File: src/hdl/ucie_log_csr_pkg.sv
package ucie_log_csr_pkg;

  // CSR write port widths
  localparam int CSR_DATA_W = 32;
  localparam int CSR_ADDR_W = 8;

  // Status register addresses
  localparam logic [CSR_ADDR_W-1:0] REG_INTERNAL_ERROR_STATUS = 8'h24;
  localparam logic [CSR_ADDR_W-1:0] REG_ADAPTER_ERROR_STATUS  = 8'h2c;
  localparam logic [CSR_ADDR_W-1:0] REG_UNCORR_ERROR_STATUS   = 8'h34;

  // Internal error status bits, bit 5 reserved
  localparam int INT_SRC_BIT         = 0;
  localparam int INT_DST_BIT         = 1;
  localparam int INT_OPCODE_BIT      = 2;
  localparam int INT_UNSUPPORTED_BIT = 3;
  localparam int INT_PARITY_BIT      = 4;
  localparam int INT_TX_OVERFLOW_BIT = 6;
  localparam int INT_RX_OVERFLOW_BIT = 7;

  // Adapter error status bits
  localparam int ADP_PARAM_TIMEOUT_BIT = 0;
  localparam int ADP_STATE_TIMEOUT_BIT = 1;

  // Uncorrectable error status bits
  localparam int UNC_ADAPTER_TIMEOUT_BIT = 0;
  localparam int UNC_RX_OVERFLOW_BIT     = 1;
  localparam int UNC_INTERNAL_BIT        = 2;
  localparam int UNC_SB_FATAL_BIT        = 3;
  localparam int UNC_SB_NON_FATAL_BIT    = 4;
  localparam int UNC_INVALID_PARAM_BIT   = 5;

  // Status word selector, also the writer state
  typedef enum logic [1:0] {
    LOG_NONE,
    LOG_INTERNAL,
    LOG_UNCORR,
    LOG_ADAPTER
  } log_sel_e;

endpackage

File: src/hdl/ucie_log_event_pkg.sv
package ucie_log_event_pkg;

  // Width of the sideband message decode field
  localparam int SB_DECODE_W = 5;

  // Sideband error message decodes that are logged
  typedef enum logic [SB_DECODE_W-1:0] {
    SB_MSG_NON_FATAL = 5'b11101,
    SB_MSG_FATAL     = 5'b11110
  } sb_msg_e;

  // Number of one-cycle events passed to the accumulator
  localparam int EVT_COUNT = 13;

  // Sideband link errors
  localparam int EVT_SB_SRC          = 0;
  localparam int EVT_SB_DST          = 1;
  localparam int EVT_SB_OPCODE       = 2;
  localparam int EVT_SB_UNSUPPORTED  = 3;
  localparam int EVT_SB_PARITY       = 4;

  // Buffer overflows
  localparam int EVT_TX_OVERFLOW     = 5;
  localparam int EVT_RX_OVERFLOW     = 6;

  // Adapter timeouts and negotiation failure
  localparam int EVT_PARAM_TIMEOUT   = 7;
  localparam int EVT_STATE_TIMEOUT   = 8;
  localparam int EVT_ADAPTER_TIMEOUT = 9;
  localparam int EVT_INVALID_PARAM   = 10;

  // Received sideband error messages
  localparam int EVT_SB_NON_FATAL    = 11;
  localparam int EVT_SB_FATAL        = 12;

endpackage

File: src/hdl/ucie_log_csr_writer.sv
`timescale 1ns/10ps

module ucie_log_csr_writer (
  input  logic                                    i_clk,
  input  logic                                    i_rst,
  input  logic [ucie_log_csr_pkg::CSR_DATA_W-1:0] i_internal_sts,
  input  logic [ucie_log_csr_pkg::CSR_DATA_W-1:0] i_uncorr_sts,
  input  logic [ucie_log_csr_pkg::CSR_DATA_W-1:0] i_adapter_sts,
  output ucie_log_csr_pkg::log_sel_e              o_clr_sel,
  output logic                                    o_csr_wr,
  output logic [ucie_log_csr_pkg::CSR_ADDR_W-1:0] o_csr_addr,
  output logic [ucie_log_csr_pkg::CSR_DATA_W-1:0] o_csr_wdata
);

  ucie_log_csr_pkg::log_sel_e r_state;
  ucie_log_csr_pkg::log_sel_e w_next_state;

  logic w_int_pend;
  logic w_uncorr_pend;
  logic w_adapter_pend;

  // A word is pending when non-zero and not written this cycle
  assign w_int_pend     = (|i_internal_sts) &&
                          (r_state != ucie_log_csr_pkg::LOG_INTERNAL);
  assign w_uncorr_pend  = (|i_uncorr_sts) &&
                          (r_state != ucie_log_csr_pkg::LOG_UNCORR);
  assign w_adapter_pend = (|i_adapter_sts) &&
                          (r_state != ucie_log_csr_pkg::LOG_ADAPTER);

  // Fixed priority: internal, uncorrectable, adapter
  always_comb begin
    if (w_int_pend) begin
      w_next_state = ucie_log_csr_pkg::LOG_INTERNAL;
    end else if (w_uncorr_pend) begin
      w_next_state = ucie_log_csr_pkg::LOG_UNCORR;
    end else if (w_adapter_pend) begin
      w_next_state = ucie_log_csr_pkg::LOG_ADAPTER;
    end else begin
      w_next_state = ucie_log_csr_pkg::LOG_NONE;
    end
  end

  always_ff @(posedge i_clk or negedge i_rst) begin
    if (!i_rst) begin
      r_state <= ucie_log_csr_pkg::LOG_NONE;
    end else begin
      r_state <= w_next_state;
    end
  end

  // Clear goes back with the write of the same word
  assign o_clr_sel = r_state;

  // Write strobe, address and live word value per state
  always_comb begin
    o_csr_wr    = 1'b0;
    o_csr_addr  = '0;
    o_csr_wdata = '0;
    case (r_state)
      ucie_log_csr_pkg::LOG_INTERNAL: begin
        o_csr_wr    = 1'b1;
        o_csr_addr  = ucie_log_csr_pkg::REG_INTERNAL_ERROR_STATUS;
        o_csr_wdata = i_internal_sts;
      end
      ucie_log_csr_pkg::LOG_UNCORR: begin
        o_csr_wr    = 1'b1;
        o_csr_addr  = ucie_log_csr_pkg::REG_UNCORR_ERROR_STATUS;
        o_csr_wdata = i_uncorr_sts;
      end
      ucie_log_csr_pkg::LOG_ADAPTER: begin
        o_csr_wr    = 1'b1;
        o_csr_addr  = ucie_log_csr_pkg::REG_ADAPTER_ERROR_STATUS;
        o_csr_wdata = i_adapter_sts;
      end
      default: begin
        // Idle, nothing on the bus
        o_csr_wr    = 1'b0;
      end
    endcase
  end

endmodule

File: src/hdl/ucie_log_error_accum.sv
`timescale 1ns/10ps

module ucie_log_error_accum (
  input  logic                                      i_clk,
  input  logic                                      i_rst,
  input  logic [ucie_log_event_pkg::EVT_COUNT-1:0]  i_evt,
  input  ucie_log_csr_pkg::log_sel_e                i_clr_sel,
  output logic [ucie_log_csr_pkg::CSR_DATA_W-1:0]   o_internal_sts,
  output logic [ucie_log_csr_pkg::CSR_DATA_W-1:0]   o_uncorr_sts,
  output logic [ucie_log_csr_pkg::CSR_DATA_W-1:0]   o_adapter_sts
);

  logic [ucie_log_csr_pkg::CSR_DATA_W-1:0] w_int_set;
  logic [ucie_log_csr_pkg::CSR_DATA_W-1:0] w_uncorr_set;
  logic [ucie_log_csr_pkg::CSR_DATA_W-1:0] w_adapter_set;

  // Internal error bits
  always_comb begin
    w_int_set = '0;
    w_int_set[ucie_log_csr_pkg::INT_SRC_BIT] =
      i_evt[ucie_log_event_pkg::EVT_SB_SRC];
    w_int_set[ucie_log_csr_pkg::INT_DST_BIT] =
      i_evt[ucie_log_event_pkg::EVT_SB_DST];
    w_int_set[ucie_log_csr_pkg::INT_OPCODE_BIT] =
      i_evt[ucie_log_event_pkg::EVT_SB_OPCODE];
    w_int_set[ucie_log_csr_pkg::INT_UNSUPPORTED_BIT] =
      i_evt[ucie_log_event_pkg::EVT_SB_UNSUPPORTED];
    w_int_set[ucie_log_csr_pkg::INT_PARITY_BIT] =
      i_evt[ucie_log_event_pkg::EVT_SB_PARITY];
    w_int_set[ucie_log_csr_pkg::INT_TX_OVERFLOW_BIT] =
      i_evt[ucie_log_event_pkg::EVT_TX_OVERFLOW];
    w_int_set[ucie_log_csr_pkg::INT_RX_OVERFLOW_BIT] =
      i_evt[ucie_log_event_pkg::EVT_RX_OVERFLOW];
  end

  // Adapter error bits
  always_comb begin
    w_adapter_set = '0;
    w_adapter_set[ucie_log_csr_pkg::ADP_PARAM_TIMEOUT_BIT] =
      i_evt[ucie_log_event_pkg::EVT_PARAM_TIMEOUT];
    w_adapter_set[ucie_log_csr_pkg::ADP_STATE_TIMEOUT_BIT] =
      i_evt[ucie_log_event_pkg::EVT_STATE_TIMEOUT];
  end

  // Uncorrectable error bits
  always_comb begin
    w_uncorr_set = '0;
    w_uncorr_set[ucie_log_csr_pkg::UNC_ADAPTER_TIMEOUT_BIT] =
      i_evt[ucie_log_event_pkg::EVT_ADAPTER_TIMEOUT];
    // rx overflow is also logged as an internal error
    w_uncorr_set[ucie_log_csr_pkg::UNC_RX_OVERFLOW_BIT] =
      i_evt[ucie_log_event_pkg::EVT_RX_OVERFLOW];
    // Summary of every internal sideband or overflow error
    w_uncorr_set[ucie_log_csr_pkg::UNC_INTERNAL_BIT] = |w_int_set;
    w_uncorr_set[ucie_log_csr_pkg::UNC_SB_FATAL_BIT] =
      i_evt[ucie_log_event_pkg::EVT_SB_FATAL];
    w_uncorr_set[ucie_log_csr_pkg::UNC_SB_NON_FATAL_BIT] =
      i_evt[ucie_log_event_pkg::EVT_SB_NON_FATAL];
    w_uncorr_set[ucie_log_csr_pkg::UNC_INVALID_PARAM_BIT] =
      i_evt[ucie_log_event_pkg::EVT_INVALID_PARAM];
  end

  // Sticky words, a clear keeps bits that arrive in the same cycle
  always_ff @(posedge i_clk or negedge i_rst) begin
    if (!i_rst) begin
      o_internal_sts <= '0;
      o_uncorr_sts   <= '0;
      o_adapter_sts  <= '0;
    end else begin
      if (i_clr_sel == ucie_log_csr_pkg::LOG_INTERNAL) begin
        o_internal_sts <= w_int_set;
      end else begin
        o_internal_sts <= o_internal_sts | w_int_set;
      end

      if (i_clr_sel == ucie_log_csr_pkg::LOG_UNCORR) begin
        o_uncorr_sts <= w_uncorr_set;
      end else begin
        o_uncorr_sts <= o_uncorr_sts | w_uncorr_set;
      end

      if (i_clr_sel == ucie_log_csr_pkg::LOG_ADAPTER) begin
        o_adapter_sts <= w_adapter_set;
      end else begin
        o_adapter_sts <= o_adapter_sts | w_adapter_set;
      end
    end
  end

endmodule

File: src/hdl/ucie_log_event_detect.sv
`timescale 1ns/10ps

module ucie_log_event_detect (
  input  logic i_clk,
  input  logic i_rst,

  // Physical layer and adapter levels
  input  logic i_rdi_pl_error,
  input  logic i_rdi_pl_cerror,
  input  logic i_rdi_pl_nferror,
  input  logic i_rdi_pl_trainerror,
  input  logic i_rdi_pl_phyinrecenter,
  input  logic i_cntl_phyinrecenter,

  // Sideband
  input  logic                                       i_sb_pl_valid,
  input  logic [ucie_log_event_pkg::SB_DECODE_W-1:0] i_sb_pl_decode,
  input  logic                                       i_sb_src_error,
  input  logic                                       i_sb_dst_error,
  input  logic                                       i_sb_opcode_error,
  input  logic                                       i_sb_unsupported_message,
  input  logic                                       i_sb_parity_error,

  // Timeouts
  input  logic i_cntl_parameter_exchange_timeout,
  input  logic i_cntl_state_status_transition_timeout,
  input  logic i_cntl_adapter_timeout,
  input  logic i_cntl_invalid_parameter_exchange,

  // Overflows
  input  logic i_tx_over_flow,
  input  logic i_rx_over_flow,

  // FDI forwarding
  output logic o_fdi_pl_error,
  output logic o_fdi_pl_cerror,
  output logic o_fdi_pl_nferror,
  output logic o_fdi_pl_trainerror,
  output logic o_fdi_pl_phyinrecenter,

  output logic [ucie_log_event_pkg::EVT_COUNT-1:0] o_evt
);

  logic                                     w_sb_fatal;
  logic                                     w_sb_non_fatal;
  logic [ucie_log_event_pkg::EVT_COUNT-1:0] w_lvl;
  logic [ucie_log_event_pkg::EVT_COUNT-1:0] r_prev;

  // Error levels go straight through to the protocol layer
  assign o_fdi_pl_error   = i_rdi_pl_error;
  assign o_fdi_pl_cerror  = i_rdi_pl_cerror;
  assign o_fdi_pl_nferror = i_rdi_pl_nferror;

  // Adapter adds its own negotiation failure and recentering
  assign o_fdi_pl_trainerror    = i_rdi_pl_trainerror | i_cntl_invalid_parameter_exchange;
  assign o_fdi_pl_phyinrecenter = i_rdi_pl_phyinrecenter | i_cntl_phyinrecenter;

  // Received sideband error messages
  assign w_sb_fatal     = i_sb_pl_valid &&
                          (i_sb_pl_decode == ucie_log_event_pkg::SB_MSG_FATAL);
  assign w_sb_non_fatal = i_sb_pl_valid &&
                          (i_sb_pl_decode == ucie_log_event_pkg::SB_MSG_NON_FATAL);

  // Gather the levels into event order
  always_comb begin
    w_lvl = '0;
    w_lvl[ucie_log_event_pkg::EVT_SB_SRC]          = i_sb_src_error;
    w_lvl[ucie_log_event_pkg::EVT_SB_DST]          = i_sb_dst_error;
    w_lvl[ucie_log_event_pkg::EVT_SB_OPCODE]       = i_sb_opcode_error;
    w_lvl[ucie_log_event_pkg::EVT_SB_UNSUPPORTED]  = i_sb_unsupported_message;
    w_lvl[ucie_log_event_pkg::EVT_SB_PARITY]       = i_sb_parity_error;
    w_lvl[ucie_log_event_pkg::EVT_TX_OVERFLOW]     = i_tx_over_flow;
    w_lvl[ucie_log_event_pkg::EVT_RX_OVERFLOW]     = i_rx_over_flow;
    w_lvl[ucie_log_event_pkg::EVT_PARAM_TIMEOUT]   = i_cntl_parameter_exchange_timeout;
    w_lvl[ucie_log_event_pkg::EVT_STATE_TIMEOUT]   = i_cntl_state_status_transition_timeout;
    w_lvl[ucie_log_event_pkg::EVT_ADAPTER_TIMEOUT] = i_cntl_adapter_timeout;
    w_lvl[ucie_log_event_pkg::EVT_INVALID_PARAM]   = i_cntl_invalid_parameter_exchange;
    w_lvl[ucie_log_event_pkg::EVT_SB_NON_FATAL]    = w_sb_non_fatal;
    w_lvl[ucie_log_event_pkg::EVT_SB_FATAL]        = w_sb_fatal;
  end

  // Rising edge gives a single registered pulse
  always_ff @(posedge i_clk or negedge i_rst) begin
    if (!i_rst) begin
      r_prev <= '0;
      o_evt  <= '0;
    end else begin
      r_prev <= w_lvl;
      o_evt  <= w_lvl & ~r_prev;
    end
  end

endmodule

File: src/hdl/ucie_log_top.sv
`timescale 1ns/10ps

module ucie_log_top (
  input  logic i_clk,
  input  logic i_rst,

  // Physical layer and adapter levels
  input  logic i_rdi_pl_error,
  input  logic i_rdi_pl_cerror,
  input  logic i_rdi_pl_nferror,
  input  logic i_rdi_pl_trainerror,
  input  logic i_rdi_pl_phyinrecenter,
  input  logic i_cntl_phyinrecenter,

  // Sideband
  input  logic                                       i_sb_pl_valid,
  input  logic [ucie_log_event_pkg::SB_DECODE_W-1:0] i_sb_pl_decode,
  input  logic                                       i_sb_src_error,
  input  logic                                       i_sb_dst_error,
  input  logic                                       i_sb_opcode_error,
  input  logic                                       i_sb_unsupported_message,
  input  logic                                       i_sb_parity_error,

  // Timeouts
  input  logic i_cntl_parameter_exchange_timeout,
  input  logic i_cntl_state_status_transition_timeout,
  input  logic i_cntl_adapter_timeout,
  input  logic i_cntl_invalid_parameter_exchange,

  // Overflows
  input  logic i_tx_over_flow,
  input  logic i_rx_over_flow,

  // FDI
  output logic o_fdi_pl_error,
  output logic o_fdi_pl_cerror,
  output logic o_fdi_pl_nferror,
  output logic o_fdi_pl_trainerror,
  output logic o_fdi_pl_phyinrecenter,

  // CSR write port
  output logic                                    o_csr_wr,
  output logic [ucie_log_csr_pkg::CSR_ADDR_W-1:0] o_csr_addr,
  output logic [ucie_log_csr_pkg::CSR_DATA_W-1:0] o_csr_wdata
);

  logic [ucie_log_event_pkg::EVT_COUNT-1:0] w_evt;
  logic [ucie_log_csr_pkg::CSR_DATA_W-1:0]  w_internal_sts;
  logic [ucie_log_csr_pkg::CSR_DATA_W-1:0]  w_uncorr_sts;
  logic [ucie_log_csr_pkg::CSR_DATA_W-1:0]  w_adapter_sts;
  ucie_log_csr_pkg::log_sel_e               w_clr_sel;

  // Stage 1, forwarding and edge events
  ucie_log_event_detect u_event_detect (
    .i_clk                                  (i_clk),
    .i_rst                                  (i_rst),
    .i_rdi_pl_error                         (i_rdi_pl_error),
    .i_rdi_pl_cerror                        (i_rdi_pl_cerror),
    .i_rdi_pl_nferror                       (i_rdi_pl_nferror),
    .i_rdi_pl_trainerror                    (i_rdi_pl_trainerror),
    .i_rdi_pl_phyinrecenter                 (i_rdi_pl_phyinrecenter),
    .i_cntl_phyinrecenter                   (i_cntl_phyinrecenter),
    .i_sb_pl_valid                          (i_sb_pl_valid),
    .i_sb_pl_decode                         (i_sb_pl_decode),
    .i_sb_src_error                         (i_sb_src_error),
    .i_sb_dst_error                         (i_sb_dst_error),
    .i_sb_opcode_error                      (i_sb_opcode_error),
    .i_sb_unsupported_message               (i_sb_unsupported_message),
    .i_sb_parity_error                      (i_sb_parity_error),
    .i_cntl_parameter_exchange_timeout      (i_cntl_parameter_exchange_timeout),
    .i_cntl_state_status_transition_timeout (i_cntl_state_status_transition_timeout),
    .i_cntl_adapter_timeout                 (i_cntl_adapter_timeout),
    .i_cntl_invalid_parameter_exchange      (i_cntl_invalid_parameter_exchange),
    .i_tx_over_flow                         (i_tx_over_flow),
    .i_rx_over_flow                         (i_rx_over_flow),
    .o_fdi_pl_error                         (o_fdi_pl_error),
    .o_fdi_pl_cerror                        (o_fdi_pl_cerror),
    .o_fdi_pl_nferror                       (o_fdi_pl_nferror),
    .o_fdi_pl_trainerror                    (o_fdi_pl_trainerror),
    .o_fdi_pl_phyinrecenter                 (o_fdi_pl_phyinrecenter),
    .o_evt                                  (w_evt)
  );

  // Stage 2, sticky status words
  ucie_log_error_accum u_error_accum (
    .i_clk          (i_clk),
    .i_rst          (i_rst),
    .i_evt          (w_evt),
    .i_clr_sel      (w_clr_sel),
    .o_internal_sts (w_internal_sts),
    .o_uncorr_sts   (w_uncorr_sts),
    .o_adapter_sts  (w_adapter_sts)
  );

  // Stage 3, CSR writes
  ucie_log_csr_writer u_csr_writer (
    .i_clk          (i_clk),
    .i_rst          (i_rst),
    .i_internal_sts (w_internal_sts),
    .i_uncorr_sts   (w_uncorr_sts),
    .i_adapter_sts  (w_adapter_sts),
    .o_clr_sel      (w_clr_sel),
    .o_csr_wr       (o_csr_wr),
    .o_csr_addr     (o_csr_addr),
    .o_csr_wdata    (o_csr_wdata)
  );

endmodule

File: config.mk
export PLATFORM = sky130hd
export DESIGN_NAME = ucie_log_top
export DESIGN_NICKNAME = d
export VERILOG_FILES = /design/src/hdl/ucie_log_csr_pkg.sv /design/src/hdl/ucie_log_event_pkg.sv /design/src/hdl/ucie_log_csr_writer.sv /design/src/hdl/ucie_log_error_accum.sv /design/src/hdl/ucie_log_event_detect.sv /design/src/hdl/ucie_log_top.sv
export SDC_FILE = /design/constraint.sdc
export NUM_CORES = 1
export LEC_CHECK = 0
export ABC_CLOCK_PERIOD_IN_PS = 1300
export BUFFER_PORTS_ARGS = -buffer_cell sky130_fd_sc_hd__buf_4
export CAP_MARGIN = 20
export CORE_MARGIN = 2
export CORE_UTILIZATION = 40
export CTS_CLUSTER_DIAMETER = 100
export CTS_CLUSTER_SIZE = 30
export DETAILED_ROUTE_END_ITERATION = 8
export SYNTH_ARGS = -nofsm -noshare
export SYNTH_HDL_FRONTEND = slang
export SYNTH_HIERARCHICAL = 1
export SYNTH_SLANG_ARGS = --single-unit
File: constraint.sdc
create_clock -name i_clk -period 1.3 [get_ports i_clk]
set_clock_uncertainty 0.2 [all_clocks]
set_input_delay 0 -clock i_clk [delete_from_list [all_inputs] [get_ports i_clk]]
set_output_delay 0 -clock i_clk [all_outputs]
set_load 0.05 [all_outputs]
* After elaboration in Yosys (flattened, before gate mapping) *
Cells that the tools add are included.

storage, ports and cells
  memories = 0
  input bits = 25
  bits in latches = 0
  RAM bits = 0
  word-level logic and storage cells = 40
  bits in read-only memories = 0
  flip-flop bits (word level) = 124

operators by class
  add/subtract/negate cells = 0
  div/mod/pow operators = 0
  multiplexer cells = 9
  shifts and indexed selects = 0
  reduce and logical (&&, ||, !) cells = 10
  bitwise gates (word level) = 7
  $mul = 0
  order comparisons = 0
  eq/ne operators = 8

operators with widths
  operator                                                               number
  32-bit two-way mux                                                     3
  32-bit one-hot mux with 3 select lines                                 1
  32-bit OR reduction                                                    3
  32-bit by 2-bit bitwise OR with 32-bit output                          1
  32-bit by 6-bit bitwise OR with 32-bit output                          1
  32-bit by 8-bit bitwise OR with 32-bit output                          1
  6-bit one-hot mux with 3 select lines                                  1
  13-bit bitwise AND                                                     1
  13-bit inverter                                                        1
  5-bit equality test, second input constant                             2
  7-bit OR reduction                                                     1
  2-bit two-way mux                                                      3
  1-bit logical AND                                                      5
  2-bit equality test, second input constant                             2
  2-bit != test, second input constant                                   2
  3-bit OR reduction                                                     1
  2-bit by 1-bit equality test with 1-bit output, second input constant  1
  2-bit by 1-bit != test with 1-bit output, second input constant        1
  1-bit bitwise OR                                                       2
  1-bit two-way mux                                                      1

* Logic depth before layout (Yosys ltp) *
Gate-level depths: netlist of the first run.

  depth in word-level cells = 5
  gate-level depth with buffers = 5

* By module *
Netlist of the first run, hierarchy kept.

modules (own cells, without submodules)
  module                 instances  area each (um^2)  cells each  seq. area each (um^2)
  ucie_log_error_accum   1          1132.3            117         375.4
  ucie_log_csr_writer    1          1108.6            156         50.0
  ucie_log_event_detect  1          804.5             48          650.6

* Least setup slack after synthesis of the first run *
No wires, ideal clock.

  kind = register to output
  start = reg u_csr_writer.r_state[0] (netlist: u_csr_writer/o_clr_sel[0])
  end = out o_csr_wdata[5] (netlist name)
  slack = -0.463 ns
  stages on the path, launching flop included = 6
  data arrival time = 1.563 ns
  required time = 1.100 ns
  path through = dfrtp_1 nor2b_1 buf_2 buf_2 nand2_1 o21ai_1

on the way
  longest elaborated chain between the ends = 2

RTL lines
  element                                                                                       line                       source
  from (decl)                                                                                   ucie_log_csr_writer.sv:15  ucie_log_csr_pkg::log_sel_e r_state;
  from (signal assigned)                                                                        ucie_log_csr_writer.sv:45  r_state <= ucie_log_csr_pkg::LOG_NONE;
  from (signal assigned)                                                                        ucie_log_csr_writer.sv:47  r_state <= w_next_state;
  2-bit equality test / 2-bit by 1-bit equality test with 1-bit output (equally long branches)  ucie_log_csr_writer.sv:59  case (r_state)
  32-bit one-hot mux with 3 select lines *                                                      ucie_log_csr_writer.sv:59
  to (decl)                                                                                     ucie_log_top.sv:44         output logic [ucie_log_csr_pkg::CSR_DATA_W-1:0] o_csr_wdata

Every way passes the cells marked *; elsewhere a longest branch is shown, timed or not.

* Final worst setup path of the first run *
  start = reg u_csr_writer.r_state[1] (netlist: u_csr_writer/o_clr_sel[1])
  end = out o_csr_wdata[3] (netlist name)

Same word-level chain as after synthesis.

==> results of run 1 <==
## stage by stage
| stage | util, % | cells |
|---|---|---|
| 2_1_floorplan | - | 404 |
| 3_3_place_gp | 45.9 | 471 |
| 3_5_place_dp | 45.9 | 471 |
| 4_1_cts | 52.4 | 504 |
| 5_1_grt | 54.9 | 506 |
| 6_report | 54.9 | 506 |
## state kept, by name (all words and copies together), names as in the netlist
name                          cells
u_error_accum/o_adapter_sts       2
u_error_accum/o_uncorr_sts        6
u_event_detect/r_prev            13
u_error_accum/o_internal_sts      7
u_csr_writer/o_clr_sel            2
u_event_detect/o_evt             13
## power groups by stage
stage / Clock (W) / Sequential, W / Combinational, W
after detailed placement: 0 / 0.00145 / 0.000632
after floorplan: 0 / 0.00145 / 0.000657
final: 0.00122 / 0.00142 / 0.000761
after global routing: 0.00131 / 0.00143 / 0.000815
after CTS: 0.00125 / 0.00142 / 0.000714
after global placement: 0 / 0.00145 / 0.000629
## logic make-up (layout without fill, tap and decap cells)
kind of cell | count (synthesis) | after routing | synth area share (%)
and+or+nand+nor | 90 | 90 | 17.7
buffers and inverters | 101 | 104 | 25.3
other | 2 | 85 | 0.247
DFF | 43 | 43 | 35.3
AOI/OAI and AO/OA | 53 | 53 | 10.9
muxes | 32 | 32 | 10.5
## cell usage after synthesis (2+ instances only)
cell type	instances	area (sq um)
clkbuf_1	2	7.51
dfrtp_1	43	1080
or2_1	2	12.5
buf_2	5	25.0
nor2b_1	12	75.1
nand2_1	33	124
mux2i_1	32	320
o21ai_1	33	165
nor4_2	7	87.6
buf_4	89	668
conb_1	2	7.51
a21o_1	13	97.6
nand4_1	6	37.5
buf_6	3	33.8
nor4_1	17	106
or2_2	2	12.5
nand2b_1	3	18.8
## final timing paths
check	startpoint	cells after the start	slack, ns	end
worst max register to register	u_error_accum/o_uncorr_sts[5]	4	-0.16	u_csr_writer/o_clr_sel[1]
min in group i_clk	i_rdi_pl_phyinrecenter	3	0.14	o_fdi_pl_phyinrecenter
worst min register to register	u_event_detect/r_prev[10]	1	0.19	u_event_detect/o_evt[10]
max in group asynchronous	i_rst	2	0.49	u_csr_writer/o_clr_sel[1]
worst min-delay path	i_rst	2	0.03	u_error_accum/o_uncorr_sts[3]
worst max-delay path	u_csr_writer/o_clr_sel[1]	4	-0.33	o_csr_wdata[3]
## routing by layer
metal | part of all wire [%] | wire [um] | vias to the layer above
met4 | 2.1 | 132 | 0
li1 | - | - | 1119
met5 | 0 | 0 | -
met3 | 4.4 | 281 | 13
met1 | 43 | 2720 | 1014
met2 | 51 | 3260 | 58
## layout make-up
type / count / area, sq um / area share (%)
timing repair buffer: 95 / 917 / 22.8
inverter: 1 / 17.5 / 0.436
sequential: 43 / 1080 / 26.8
multi-input combinational: 260 / 1750 / 43.5
tap: 99 / 124 / 3.08
clock inverter: 3 / 67.6 / 1.68
clock buffer: 5 / 68.8 / 1.71
## timing repair
item | in CTS | in global routing
hold endpoints to repair | 72 | 0
gates cloned | 1 | 1
endpoints found under the setup margin | 28 | 28
resized for setup | 17 | 31
hold buffers | 21 | 0
pin swaps | 1 | 18
buffers inserted | 3 | 6
## critical path, delay by kind of cell (launching register included)
| kind | cells | cell delay, ns |
|---|---|---|
| muxes | 1 | 0.20 |
| DFF | 1 | 0.47 |
| buffers and inverters | 2 | 0.34 |
| AOI/OAI and AO/OA | 1 | 0.13 |
==> out/qor.csv, run 1 <==
stage;metric;value;unit
drt;DRC viols;0;
global_routing;vias in the first global route;2171;
clocking;worst skew pair latency;0.29;ns
sta;hold slack;0.0256;ns
drt;DRT Pass-1 Iters;4;
yosys;flops & latches, synth;43;
clocking;Worst-path clk slew;0.08;ns
clocking;# H-tree levels;2;
cells_and_area;share of cells above drive strength 1;30.5;%
critical_path;Setup CP Type;flip-flop to primary output;
critical_path;critical path's slowest cell;dfrtp_2;
sta;Hold Vio Cnt, Final;0;
die;Die Ht;91.3;um
sta;Final Max Slew Viols;0;
sta;fmax;0.612;GHz
sta;final setup TNS;-5.33;ns
sta;Final setup viols;28;
clocking;CTS Root Buffer Type;clkbuf_8;
cells_and_area;antenna cells;0;
global_routing;Overall Global Routing Usage;15.1;%
power;Total Power;0.00340;W
critical_path;CP Max Fanout;6;
run_status;failing checks;negative setup slack;
global_routing;met1 Usage GRT;18.7;%
clocking;CTS tree;yes;
critical_path;critical path cell sequence;buf_12, mux2i_4, o21ai_4, buf_6;
yosys;register area share after synthesis;35.3;%
cells_and_area;most common cell after layout, fill and taps aside;conb_1;
drt;routed vias;2204;
global_routing;M3 GR Usage;2.99;%
power;Gate power share;22.4;%
cells_and_area;nets;431;
power;Max VDD drop;0.757;mV
yosys;synthesized area per cell;9.49;sq um
die;die width;91.3;um
critical_path;crit-path max cell delay;0.47;ns
die;Starting Density;41.5;%
die;Ports;71;
power;Psw;0.000979;W
power;sw frac;28.7;%
yosys;EDFF count, synth;0;
die;Core Region;7330;sq um
die;Std-Cell Rows;31;
power;sequential share of power;41.8;%
drt;Routed WL;6400;um
clocking;Longest Clk Path Bufs;2;
sta;Rel. slew slack;29.7;%
place;Area after DPL;3370;sq um
sta;Worst Tran Pin Value;1.05;ns
yosys;Mapped Area;3050;sq um
cells_and_area;fill count;655;
yosys;post-synthesis cell type count;34;
global_routing;first-pass GRT wire length;10000;um
global_routing;met2 Use GR;26.7;%
cells_and_area;Area Overhead vs Synth;32.0;%
power;Power Density;846;nW/um^2
yosys;Post-synth ARST share;100;%
cells_and_area;commonest non-fill, non-tap cells in the layout;85 x conb_1, 54 x buf_4, 42 x dfrtp_1;
yosys;post-synthesis cell count;321;
die;Die ar.;8330;sq um
sta;unrepaired setup endpoints after global routing;yes;
min_path;Hold Path Class;input pin to async pin;
critical_path;Worst Setup End Kind;primary output;
global_routing;global route overflow;0;
power;Pleak;1.80;nW
run_status;status;finished with violations;
sta;fin crit share;126;%
yosys;Ys Warns;6;
drt;DRT iter0 DRCs;50;
global_routing;antenna violations before repair;0;
global_routing;Top Usage Layer GRT;met2;
global_routing;largest net degree at the start of global routing;44;
critical_path;startpoint class of the critical path;flip-flop;
sta;Tmin final;1.63;ns
drt;Vias/cell;4.36;
critical_path;crit path DAT;1.43;ns
sta;Final WS setup;-0.334;ns
place;dpl hpwl;4550;um
drt;antenna viol nets, final;0;
cells_and_area;final instance area;4020;sq um
place;Port Buf Inserts;36;
place;Post-Place Setup Slack;-0.180;ns
place;routability congestion estimate from global placement;0.823;
power;P_int;0.00243;W
flow_run;number of max-cap violations;0;
clocking;CTS Buf Count;5;
yosys;Top FF cell, synth;dfrtp_1;
drt;drt wl/cell;12.6;um
power;Clk pwr share;35.8;%
clocking;clock sink total;43;
critical_path;critical path required time;1.10;ns
Power figures use the tool's default switching activity.
==> run 2: changes to the inputs <==
--- a/config.mk
+++ b/config.mk
@@ -8,11 +8,14 @@
 export ABC_CLOCK_PERIOD_IN_PS = 1300
 export BUFFER_PORTS_ARGS = -buffer_cell sky130_fd_sc_hd__buf_4
 export CAP_MARGIN = 20
+export CELL_PAD_IN_SITES_DETAIL_PLACEMENT = 0
+export CELL_PAD_IN_SITES_GLOBAL_PLACEMENT = 1
 export CORE_MARGIN = 2
-export CORE_UTILIZATION = 40
+export CORE_UTILIZATION = 37
 export CTS_CLUSTER_DIAMETER = 100
 export CTS_CLUSTER_SIZE = 30
 export DETAILED_ROUTE_END_ITERATION = 8
+export PLACE_DENSITY_LB_ADDON = 0.1
 export SYNTH_ARGS = -nofsm -noshare
 export SYNTH_HDL_FRONTEND = slang
 export SYNTH_HIERARCHICAL = 1
==> out/qor.csv, run 2 (synthesis results as in run 1) <==
stage;metric;value;unit;change
run_status;status;finished with violations;;
run_status;failing checks;negative setup slack;;
sta;Hold Vio Cnt, Final;0;;unchanged
cells_and_area;final instance area;4100;sq um;+1.8%
sta;fin crit share;126;%;+0.20 points
cells_and_area;Reg area;1080;sq um;+0.12%
sta;Worst Tran Pin Value;1.05;ns;+0.000509 ns
critical_path;Critical Path Stages;4;;unchanged
place;routability congestion estimate from global placement;0.720;;-12%
place;Placed Instances;488;;+3.6%
power;Pleak;1.86;nW;+3.0%
clocking;worst skew pair latency;0.29;ns;about the same
drt;DRT iter0 DRCs;59;;+18%
flow_run;number of max-cap violations;0;;unchanged
min_path;Hold Path Class;input pin to async pin;;
critical_path;Top delay family on crit path;flip-flops;;
drt;antenna viol nets, final;0;;unchanged
die;Die ar.;8970;sq um;+7.7%
critical_path;Reg2Reg Launch Point;u_csr_writer/o_clr_sel[1];;
global_routing;global route overflow;0;;unchanged
critical_path;Setup CP Type;flip-flop to primary output;;
cells_and_area;most common cell after layout, fill and taps aside;conb_1;;
cells_and_area;commonest non-fill, non-tap cells in the layout;85 x conb_1, 60 x buf_4, 41 x dfrtp_1;;
drt;Routed WL;6320;um;-1.2%
global_routing;vias in the first global route;2199;;+1.3%
clocking;CTS Root Buffer Type;clkbuf_8;;
cells_and_area;fill count;781;;+19%
global_routing;Overall Global Routing Usage;15.0;%;-0.11 points
sta;Final setup viols;25;;-11%
power;Power Density;828;nW/um^2;-2.1%
critical_path;worst setup path start;u_csr_writer/o_clr_sel[1];;
global_routing;largest net degree at the start of global routing;44;;unchanged
clocking;CTS Buf Count;5;;unchanged
die;die width;94.7;um;+3.8%
global_routing;met2 Use GR;26.6;%;-0.13 points
cells_and_area;share of cells above drive strength 1;33.2;%;+2.7 points
drt;drt wl/cell;12.1;um;-4.0%
die;Die Ht;94.7;um;+3.8%
place;dpl hpwl;4860;um;+6.9%
place;Port Buf Inserts;36;;unchanged
critical_path;CP Max Fanout;7;;+1
global_routing;first-pass GRT wire length;10400;um;+3.6%
drt;routed vias;2198;;-0.27%
clocking;Worst-path clk slew;0.08;ns;about the same
sta;unrepaired setup endpoints after global routing;yes;;
global_routing;antenna violations before repair;0;;unchanged
critical_path;crit path DAT;1.44;ns;about the same
sta;Tmin final;1.64;ns;+0.00262 ns
cells_and_area;Non-Filler Instances;521;;+3.0%
sta;final setup TNS;-5.06;ns;+0.268 ns
clocking;Longest Clk Path Bufs;2;;unchanged
critical_path;Reg-to-Reg End;u_csr_writer/o_clr_sel[1];;
die;Starting Density;37.6;%;-3.9 points
die;Std-Cell Rows;33;;+6.5%
critical_path;critical path's slowest cell;dfrtp_2;;
cells_and_area;top flop regs;u_event_detect/o_evt x13, u_event_detect/r_prev x13, u_error_accum/o_internal_sts x7;;
sta;fmax;0.611;GHz;-0.16%
critical_path;worst reg2reg path depth;5;;+1
cells_and_area;nets;440;;+2.1%
sta;Final Max Slew Viols;0;;unchanged
sta;Rel. slew slack;29.7;%;-0.034 points
drt;DRC viols;0;;unchanged
power;Max VDD drop;0.740;mV;-2.1%
place;Area after DPL;3460;sq um;+2.7%
global_routing;M3 GR Usage;1.92;%;-1.1 points
critical_path;crit-path max cell delay;0.46;ns;about the same
clocking;clock sink total;43;;unchanged
global_routing;met1 Usage GRT;20.0;%;+1.3 points
critical_path;Register-to-Register Setup Slack;-0.20;ns;-0.04 ns
clocking;CTS tree;yes;;
cells_and_area;fin util;50.6;%;-4.3 points
critical_path;critical path cell sequence;buf_12, mux2i_4, o21ai_4, buf_6;;
die;Ports;71;;unchanged
critical_path;critical path required time;1.10;ns;about the same
critical_path;WP buf/inv;2;;unchanged
critical_path;Worst Setup End Kind;primary output;;
global_routing;Top Usage Layer GRT;met2;;
cells_and_area;Area Overhead vs Synth;34.5;%;
drt;Vias/cell;4.22;;-3.1%
clocking;# H-tree levels;2;;unchanged
cells_and_area;area occupied by multi-input gates;1770;sq um;+0.93%
drt;DRT Pass-1 Iters;4;;unchanged
critical_path;startpoint class of the critical path;flip-flop;;
cells_and_area;antenna cells;0;;unchanged
sta;Final WS setup;-0.337;ns;-0.00262 ns
die;Core Region;8090;sq um;+10%
-- run 2: changes by cell type in the layout (fill, tap and decap cells not counted), moves of 3 or more --
cell	previous run	this run
buf_4	54	60
buf_6	11	15
nand2_1	32	28
nand2_2	1	4
-- run 2: area by class of cell --
cell class,instances,share of cell area [%]
Multi-Input combinational cell,260,43.1
Sequential cell,43,26.3
Timing Repair Buffer,104,23.7
Tap cell,105,3.21
Clock buffer,6,1.77
Clock inverter,2,1.47
Inverter,1,0.428
-- run 2: worst reg2reg max path, cell delays in order (launching register included) --
cell      delay, ns
dfrtp_2        0.46
buf_12         0.16
buf_4          0.14
buf_4          0.15
o22ai_2        0.15
a21boi_2       0.17
-- run 2: what timing repair did --
action,CTS,global route
gates resized for setup,32,26
setup buffers,3,8
pin swaps,8,7
setup endpoints to repair,28,30
hold buffers,21,0
hold endpoints to repair,72,0
-- run 2: power breakdown --
part,internal [W],switching [W]
Clock,0.000768,0.000438
Combinational,0.000267,0.000494
Sequential,0.00140,0.0000304
Total,0.00243,0.000963
-- run 2: worst max path at each step --
stage / slack (ns) / end
2_1_floorplan: -0.10 / o_csr_wdata[1]
3_3_place_gp: -0.17 / u_csr_writer/o_clr_sel[0]
3_5_place_dp: -0.23 / u_csr_writer/o_clr_sel[1]
4_1_cts: -0.35 / o_csr_addr[5]
5_1_grt: -0.37 / o_csr_wdata[1]
6_report: -0.34 / o_csr_wdata[1]
-- run 2: layer usage --
layer | share of wire, % | routed length, um
met5 | 0 | 0
met4 | 0.43 | 27
met3 | 3.0 | 188
met2 | 51 | 3250
met1 | 45 | 2860
-- run 2: per-stage QoR --
stage | power (W) | setup slack (ns) | hold WS [ns]
6_report | 0.00339 | -0.337 | 0.0235
5_1_grt | 0.00355 | -0.367 | 0.0791
4_1_cts | 0.00339 | -0.355 | 0.0396
3_5_place_dp | 0.00210 | -0.228 | -0.200
3_3_place_gp | 0.00209 | -0.172 | -0.200
2_1_floorplan | 0.00210 | -0.104 | -0.496
